[config.mk]
export PLATFORM = sky130hd
export DESIGN_NAME = wtable_top
export DESIGN_NICKNAME = d
export VERILOG_FILES = /design/src/wtable_pkg.sv /design/src/wtable_entry_if.sv /design/src/wtable_hit_if.sv /design/src/wtable_alloc.sv /design/src/wtable_entry.sv /design/src/wtable_hazard.sv /design/src/wtable_top.sv
export VERILOG_INCLUDE_DIRS = /design/src /design/src/src
export SDC_FILE = /design/constraint.sdc
export NUM_CORES = 1
export LEC_CHECK = 0
export BUFFER_PORTS_ARGS = -buffer_cell sky130_fd_sc_hd__clkbuf_2
export CORE_UTILIZATION = 50
export DETAILED_ROUTE_END_ITERATION = 6
export GPL_TIMING_DRIVEN = 0
export PLACE_DENSITY = 0.91
export SLEW_MARGIN = 20
export SYNTH_ARGS = -nofsm -noshare
export SYNTH_HDL_FRONTEND = slang
export SYNTH_SLANG_ARGS = --single-unit
[constraint.sdc]
create_clock -name wtable_clk -period 2.25 [get_ports wtable_clk]
set_input_delay 0.5625 -clock wtable_clk [delete_from_list [all_inputs] [get_ports wtable_clk]]
set_output_delay 0.5625 -clock wtable_clk [all_outputs]
set_load 0.005 [all_outputs]
[src/wtable_cfg.svh]
// Write-ordering table configuration macros: entry count and address width
`ifndef WTABLE_CFG_SVH
`define WTABLE_CFG_SVH

// Number of table entries, must be a power of two
`define WTABLE_ENTRIES 4

// Physical address width of the AR and AW buses
`define WTABLE_PADDR 40

`endif

[src/wtable_pkg.sv]
// Write-ordering table types: bus address, recorded tag, entry index, occupancy count
`include "wtable_cfg.svh"

package wtable_pkg;

  // Full bus address
  typedef logic [`WTABLE_PADDR-1:0] paddr_t;

  // Recorded address, bits 13 to 4 of the write address
  typedef logic [9:0] wtable_tag_t;

  // Entry index, log2 of the entry count
  localparam int unsigned WTABLE_IDX_W = $clog2(`WTABLE_ENTRIES);
  typedef logic [WTABLE_IDX_W-1:0] wtable_idx_t;

  // Occupancy count, one extra bit to hold the full value
  typedef logic [WTABLE_IDX_W:0] wtable_cnt_t;

endpackage

[src/wtable_entry_if.sv]
// Interface between the allocator and one table entry: create and pop controls, valid
`timescale 1ns/1ps

interface wtable_entry_if;
  import wtable_pkg::*;

  // One-cycle strobes, never both high together
  logic        create_en;
  logic        pop_en;

  // Record loaded on create
  wtable_tag_t create_tag;
  logic        create_so;
  logic        create_burst;

  // Entry holds a live record
  logic        vld;

  modport alloc (
    output create_en, pop_en, create_tag, create_so, create_burst,
    input  vld
  );

  modport entry (
    input  create_en, pop_en, create_tag, create_so, create_burst,
    output vld
  );

endinterface

[src/wtable_hit_if.sv]
// Interface from one table entry to the hazard combiner: AR and AW hit flags
`timescale 1ns/1ps

interface wtable_hit_if;

  // Same-line hit for a read
  logic ar_hit_addr;
  // Non-modifiable read behind a strongly-ordered write
  logic ar_hit_so;
  // Overlap hit for a write, 16 or 64 byte granularity
  logic aw_hit_addr;
  // Non-modifiable write behind a strongly-ordered write
  logic aw_hit_so;

  modport entry (
    output ar_hit_addr, ar_hit_so, aw_hit_addr, aw_hit_so
  );

  modport hazard (
    input  ar_hit_addr, ar_hit_so, aw_hit_addr, aw_hit_so
  );

endinterface

[src/wtable_alloc.sv]
// In-order circular allocator: write/read pointers, occupancy count, per-entry strobes
`timescale 1ns/1ps
`include "wtable_cfg.svh"

module wtable_alloc (
  input  logic                  wtable_clk,
  input  logic                  cpurst_b,
  input  logic                  wt_create,
  input  logic                  wt_pop,
  input  wtable_pkg::paddr_t    awaddr,
  input  logic [3:0]            awcache,
  input  logic [1:0]            awlen,
  wtable_entry_if.alloc         ents [`WTABLE_ENTRIES-1:0],
  output wtable_pkg::wtable_cnt_t wtable_cnt,
  output logic                  wtable_full
);
  import wtable_pkg::*;

  wtable_idx_t               wr_ptr;
  wtable_idx_t               rd_ptr;
  wtable_cnt_t               cnt;
  logic [`WTABLE_ENTRIES-1:0] vld_vec;
  logic                      head_vld;
  logic                      create_ok;
  logic                      pop_ok;
  logic                      full;

  // Gather entry valids, interface arrays need constant indices
  for (genvar i = 0; i < `WTABLE_ENTRIES; i++) begin : g_vld
    assign vld_vec[i] = ents[i].vld;
  end

  // Oldest record present, i.e. table not empty
  assign head_vld = vld_vec[rd_ptr];

  assign full = (cnt == wtable_cnt_t'(`WTABLE_ENTRIES));

  // Create dropped when full, even with a pop in the same cycle
  assign create_ok = wt_create & ~full;
  // Pop on empty table ignored
  assign pop_ok    = wt_pop & head_vld;

  // Pointers wrap for free, entry count is a power of two
  always_ff @(posedge wtable_clk or negedge cpurst_b) begin
    if (!cpurst_b) begin
      wr_ptr <= '0;
    end else if (create_ok) begin
      wr_ptr <= wr_ptr + 1'b1;
    end
  end

  always_ff @(posedge wtable_clk or negedge cpurst_b) begin
    if (!cpurst_b) begin
      rd_ptr <= '0;
    end else if (pop_ok) begin
      rd_ptr <= rd_ptr + 1'b1;
    end
  end

  // Occupancy, create and pop together leave it unchanged
  always_ff @(posedge wtable_clk or negedge cpurst_b) begin
    if (!cpurst_b) begin
      cnt <= '0;
    end else if (create_ok != pop_ok) begin
      cnt <= create_ok ? cnt + 1'b1 : cnt - 1'b1;
    end
  end

  // Per-entry strobes and broadcast record
  for (genvar i = 0; i < `WTABLE_ENTRIES; i++) begin : g_ctl
    // Create and pop never meet on one entry: equal pointers with
    // room left means empty, so pop_ok is low there
    assign ents[i].create_en    = create_ok & (wr_ptr == wtable_idx_t'(i));
    assign ents[i].pop_en       = pop_ok & (rd_ptr == wtable_idx_t'(i));
    // Tag is the 16-byte granule within a 16 KB window
    assign ents[i].create_tag   = awaddr[13:4];
    // Non-modifiable write, strongly ordered
    assign ents[i].create_so    = ~awcache[1];
    // Four-beat burst covers the whole 64-byte line
    assign ents[i].create_burst = (awlen == 2'b11);
  end

  assign wtable_cnt  = cnt;
  assign wtable_full = full;

endmodule

[src/wtable_entry.sv]
// One write-ordering table entry: recorded tag, SO and burst flags, AR/AW hit logic
`timescale 1ns/1ps

module wtable_entry (
  input  logic               wtable_clk,
  input  logic               cpurst_b,
  wtable_entry_if.entry      ctl,
  wtable_hit_if.entry        hit,
  input  wtable_pkg::paddr_t araddr,
  input  logic [3:0]         arcache,
  input  wtable_pkg::paddr_t awaddr,
  input  logic [3:0]         awcache,
  input  logic [1:0]         awlen
);
  import wtable_pkg::*;

  logic        vld;
  wtable_tag_t tag;
  logic        so;
  logic        burst;
  logic        burst_sel;

  // Create wins, the allocator never pairs it with pop here
  always_ff @(posedge wtable_clk or negedge cpurst_b) begin
    if (!cpurst_b) begin
      vld <= 1'b0;
    end else if (ctl.create_en) begin
      vld <= 1'b1;
    end else if (ctl.pop_en) begin
      vld <= 1'b0;
    end
  end

  // Record fields, meaningful only while vld
  always_ff @(posedge wtable_clk) begin
    if (ctl.create_en) begin
      tag   <= ctl.create_tag;
      so    <= ctl.create_so;
      burst <= ctl.create_burst;
    end
  end

  assign ctl.vld = vld;

  // Either side a burst, compare at line granularity
  assign burst_sel = burst | (awlen == 2'b11);

  // Read hits anywhere in the recorded 64-byte line
  assign hit.ar_hit_addr = vld & (araddr[13:6] == tag[9:2]);

  // Write overlap, 64 bytes for bursts, else 16 bytes
  assign hit.aw_hit_addr = vld & (burst_sel ? (awaddr[13:6] == tag[9:2])
                                            : (awaddr[13:4] == tag));

  // Non-modifiable access behind a strongly-ordered write
  assign hit.ar_hit_so = vld & so & ~arcache[1];
  assign hit.aw_hit_so = vld & so & ~awcache[1];

endmodule

[src/wtable_hazard.sv]
// Hazard combiner: ORs per-entry hits into AR and AW stalls, adds full stall on AW
`timescale 1ns/1ps
`include "wtable_cfg.svh"

module wtable_hazard (
  wtable_hit_if.hazard hits [`WTABLE_ENTRIES-1:0],
  input  logic         wtable_full,
  output logic         ar_stall,
  output logic         aw_stall
);

  logic [`WTABLE_ENTRIES-1:0] ar_addr_vec;
  logic [`WTABLE_ENTRIES-1:0] ar_so_vec;
  logic [`WTABLE_ENTRIES-1:0] aw_addr_vec;
  logic [`WTABLE_ENTRIES-1:0] aw_so_vec;
  logic                       ar_any_hit;
  logic                       aw_any_hit;

  // Flatten the interface array into hit vectors
  for (genvar i = 0; i < `WTABLE_ENTRIES; i++) begin : g_hit
    assign ar_addr_vec[i] = hits[i].ar_hit_addr;
    assign ar_so_vec[i]   = hits[i].ar_hit_so;
    assign aw_addr_vec[i] = hits[i].aw_hit_addr;
    assign aw_so_vec[i]   = hits[i].aw_hit_so;
  end

  // Address or ordering hazard on any entry
  assign ar_any_hit = (|ar_addr_vec) | (|ar_so_vec);
  assign aw_any_hit = (|aw_addr_vec) | (|aw_so_vec);

  assign ar_stall = ar_any_hit;
  // No room to record another write
  assign aw_stall = aw_any_hit | wtable_full;

endmodule

[src/wtable_top.sv]
// Write-ordering table top: allocator, entry array and hazard combiner
`timescale 1ns/1ps
`include "wtable_cfg.svh"

module wtable_top (
  input  logic                    wtable_clk,
  input  logic                    cpurst_b,
  input  logic                    wt_create,
  input  logic                    wt_pop,
  input  wtable_pkg::paddr_t      araddr,
  input  logic [3:0]              arcache,
  input  wtable_pkg::paddr_t      awaddr,
  input  logic [3:0]              awcache,
  input  logic [1:0]              awlen,
  output logic                    ar_stall,
  output logic                    aw_stall,
  output logic                    wtable_full,
  output wtable_pkg::wtable_cnt_t wtable_cnt
);

  // Allocator to entry controls, one per entry
  wtable_entry_if ent_if [`WTABLE_ENTRIES-1:0] ();
  // Entry to combiner hit flags, one per entry
  wtable_hit_if   hit_if [`WTABLE_ENTRIES-1:0] ();

  wtable_alloc x_wtable_alloc (
    .wtable_clk  (wtable_clk ),
    .cpurst_b    (cpurst_b   ),
    .wt_create   (wt_create  ),
    .wt_pop      (wt_pop     ),
    .awaddr      (awaddr     ),
    .awcache     (awcache    ),
    .awlen       (awlen      ),
    .ents        (ent_if     ),
    .wtable_cnt  (wtable_cnt ),
    .wtable_full (wtable_full)
  );

  // Identical entries, all see the same AR and AW buses
  for (genvar i = 0; i < `WTABLE_ENTRIES; i++) begin : g_entry
    wtable_entry x_wtable_entry (
      .wtable_clk (wtable_clk),
      .cpurst_b   (cpurst_b  ),
      .ctl        (ent_if[i] ),
      .hit        (hit_if[i] ),
      .araddr     (araddr    ),
      .arcache    (arcache   ),
      .awaddr     (awaddr    ),
      .awcache    (awcache   ),
      .awlen      (awlen     )
    );
  end

  wtable_hazard x_wtable_hazard (
    .hits        (hit_if     ),
    .wtable_full (wtable_full),
    .ar_stall    (ar_stall   ),
    .aw_stall    (aw_stall   )
  );

endmodule

==> impl_results.rst <==
.. list-table::
   :header-rows: 1

   * - Metric
     - Value
   * - Count of buffering cells on the critical path with inverters included
     - 2
   * - Critical R2R Launch
     - x_wtable_alloc.wtable_cnt[2]
   * - Fraction of final layout cells with drive strength greater than 1
     - 0.264
   * - CTS tree
     - done
   * - Number of antenna cells inserted
     - 0
   * - Starting utilization of the core area
     - 0.531
   * - Post-Layout Cell Count
     - 341
   * - Weighted congestion reported at the end of routability-driven placement
     - 0.869
   * - Initial DRT Pass Iterations
     - 4
   * - Achievable Freq
     - 427 MHz
   * - Number of warnings printed during yosys synthesis
     - 0
   * - Top fanout value on the critical path
     - 8
   * - H-tree levels
     - 3
   * - Num rows
     - 27
   * - Maximum number of buffers from clock root to sink
     - 2
   * - Post-route DRC
     - 0
   * - Synthesis-to-layout area growth
     - 19.1%
   * - Port Buffer Count
     - 30
   * - Final setup slack of the worst path
     - -94.5 ps
   * - Post-layout nets
     - 367
   * - Type of the worst min-delay path
     - input port to async pin
   * - Data required time of the worst path
     - 1690 ps
   * - Number of buffers created by CTS
     - 9
   * - LEAKAGE
     - 0.00134 uW
   * - Core Region
     - 5610 sq um
   * - Portion of the clock cycle consumed by the worst path in the final layout
     - 1.04
   * - Full die area
     - 6270 sq um
   * - Height of the die
     - 79.2 um
   * - Max_slew headroom
     - 0.507
   * - Global-route wire length before repair
     - 9720 um
   * - Clock Root Buffer
     - clkbuf_8
   * - Clock Latency Late Sink
     - 340 ps
   * - Die Width
     - 79.2 um
   * - Via count of the first global-routing pass
     - 1942
   * - Top library cells by usage in the layout, fill and taps aside
     - 48 x edfxtp_1, 36 x xnor2_1, 35 x xor2_1, 28 x clkbuf_2, 16 x clkbuf_8
   * - CP endpoint kind
     - output port
   * - CP Cell Sequence
     - clkbuf_2 -> xnor2_2 -> nand4_1 -> nor4_2 -> nor3_1 -> nand4_1 -> buf_2
   * - Layout Utilization
     - 0.633
   * - Count of distinct cell types in the synthesized netlist
     - 32
   * - Number of nets produced by synthesis
     - 323
   * - Final critical path time including I/O delays and setup
     - 2340 ps
   * - Reg-to-reg setup timing slack
     - 230 ps
   * - I/O Pins
     - 100
   * - Worst Path Arrival
     - 1780 ps
   * - RSZ-0062 raised after global routing
     - true
   * - Worst path max stage delay
     - 330 ps
   * - Final Hold Fails
     - 0
   * - Violations in the final reports
     - setup timing
   * - Worst path most repeated cell
     - nand4_1
   * - Worst setup path startpoint
     - awaddr[7]
   * - Clock slew seen by the registers of the worst setup and hold paths
     - 60 ps
   * - Cell area after synthesis
     - 2980 sq um
   * - Final antenna-violating net count
     - 0
   * - Average vias per placed instance
     - 5.46
   * - Total of endpoints with negative setup slack in the final report
     - 2
   * - Result of the run
     - finished with violations
   * - Type of origin of the critical path
     - input port
   * - Worst-case vdd ir drop
     - 446 uV
   * - Total vias in the final route
     - 1861
   * - Avg Inst Size Synth
     - 13.5 sq um
   * - Delay-heaviest family, CP
     - simple AND/OR/NAND/NOR gates
   * - Worst-margin pin slew
     - 740 ps
   * - Final Slew Violations
     - 0
   * - Congestion Overflow GR
     - 0
   * - Crit path kind
     - input port to output port
   * - Leading cell type in the layout, fill and taps excluded
     - edfxtp_1
   * - Clock tree skew after final layout
     - 6.52 ps
   * - Count of state elements after synthesis
     - 59
   * - Maximum Capacitance Violations
     - 0
   * - Mapped Cells
     - 220
   * - DR WL/cell
     - 17.9 um
   * - Initial antenna violation count
     - 0
   * - Largest net degree at the start of global routing
     - 14
   * - Critical-path top delay cell
     - nor4_2
   * - Total Routed Length
     - 6110 um
   * - Clock sink total
     - 59
   * - Cells after DPL
     - 322
   * - Total track usage
     - 0.223
   * - Detailed Route Iter0 Violations
     - 170
   * - Power Dens Cells
     - 1060 nW/um^2
   * - Post-detailed-placement half-perimeter wirelength
     - 4330 um
   * - Share of synthesized area occupied by flip-flops and latches
     - 0.576
==> metal layers <==
layer | vias up | routed length, um | global-route usage
li1 | 866 | - | -
met1 | 912 | 2540 | 0.266
met2 | 71 | 3030 | 0.361
met3 | 12 | 399 | 0.0690
met4 | 0 | 138 | 0.118
met5 | - | 0 | 0
==> cell type report <==
cell class | instances | area, sq um
clock inverters | 1 | 5.00
multi-input cells | 148 | 1270
fillers | 424 | 2060
inverters | 6 | 22.5
plain buffers | 5 | 45.0
repair buffers | 35 | 205
flip-flops and latches | 59 | 1720
clock buffers | 15 | 186
well taps | 72 | 90.1
==> per-stage QoR <==
| stage | setup TNS [ps] | instance area [sq um] | total power (uW) | setup slack [ps] | hold slack, ps |
|---|---|---|---|---|---|
| after floorplan | 0 | 2980 | 2400 | 225 | 267 |
| after detailed placement | -262 | 3220 | 2760 | -216 | 456 |
| after global placement | -166 | 3220 | 2690 | -166 | 450 |
| after CTS | -167 | 3510 | 3760 | -97.6 | 76.4 |
| after global routing | -508 | 3550 | 3950 | -282 | 98.9 |
| final | -175 | 3550 | 3750 | -94.5 | 88.5 |
==> synth_stat cells (all sizes together) <==
library cell  number  share of area
edfxtp            48           0.48
xnor2             41           0.12
xor2              36           0.11
dfrtp             11          0.092
nor4              10          0.021
nand4              9          0.019
ha                 8          0.034
nand2              8          0.010
and2               6          0.013
inv                6         0.0076
clkbuf             5         0.0063
a211oi             4          0.010
a21o               4          0.011
nand3              3         0.0050
nor2               3         0.0038
nor3               3         0.0050
a31oi              2         0.0042
buf                2         0.0050
o21ai              2         0.0034
a21oi              1         0.0017
a221oi             1         0.0029
a22o               1         0.0029
and2b              1         0.0025
and3b              1         0.0029
fa                 1         0.0067
mux2               1         0.0050
mux4               1         0.0076
nor3b              1         0.0042
==> power by group <==
part	switching [uW]	total [uW]	internal (uW)
clock network	393	912	519
registers	219	1710	1490
logic	584	1120	537
==> registers in the layout, summed over array words and instances, names as in the netlist <==
register and flops:
g_entry.x_wtable_entry.ctl.vld 4, g_entry.x_wtable_entry.burst 4, x_wtable_alloc.wtable_cnt 3, x_wtable_alloc.wr_ptr 2, g_entry.x_wtable_entry.so 4, x_wtable_alloc.rd_ptr 2
g_entry.x_wtable_entry.tag 40
==> cell families (layout without fill, tap and decap cells) <==
family | Yosys count | after routing | share of synthesized area
flops | 59 | 59 | 0.576
fa+ha+maj | 9 | 9 | 0.0403
mux | 2 | 2 | 0.0126
buf+inv | 13 | 62 | 0.0189
xor+xnor | 77 | 77 | 0.229
simple gates | 45 | 45 | 0.0870
compound gates | 15 | 15 | 0.0357
==> timing repair <==
item                       CTS  global route
resized for setup           18             4
gates cloned                 0             0
hold buffers                 0             0
setup endpoints to repair    2            39
setup buffers                3             2
pin swaps                    8             7
==> path summary, 6_finish.rpt <==
kind,endpoint,cells after the start
max in group asynchronous,g_entry[2].x_wtable_entry.ctl.vld,1
worst max-delay path,aw_stall,7
worst min register to register,x_wtable_alloc.wtable_cnt[2],1
worst min-delay path,x_wtable_alloc.wtable_cnt[1],1
min in group wtable_clk,g_entry[1].x_wtable_entry.tag[1],1
worst max register to register,g_entry[3].x_wtable_entry.tag[7],3
Note: power is estimated with default switching activity, not from simulation.
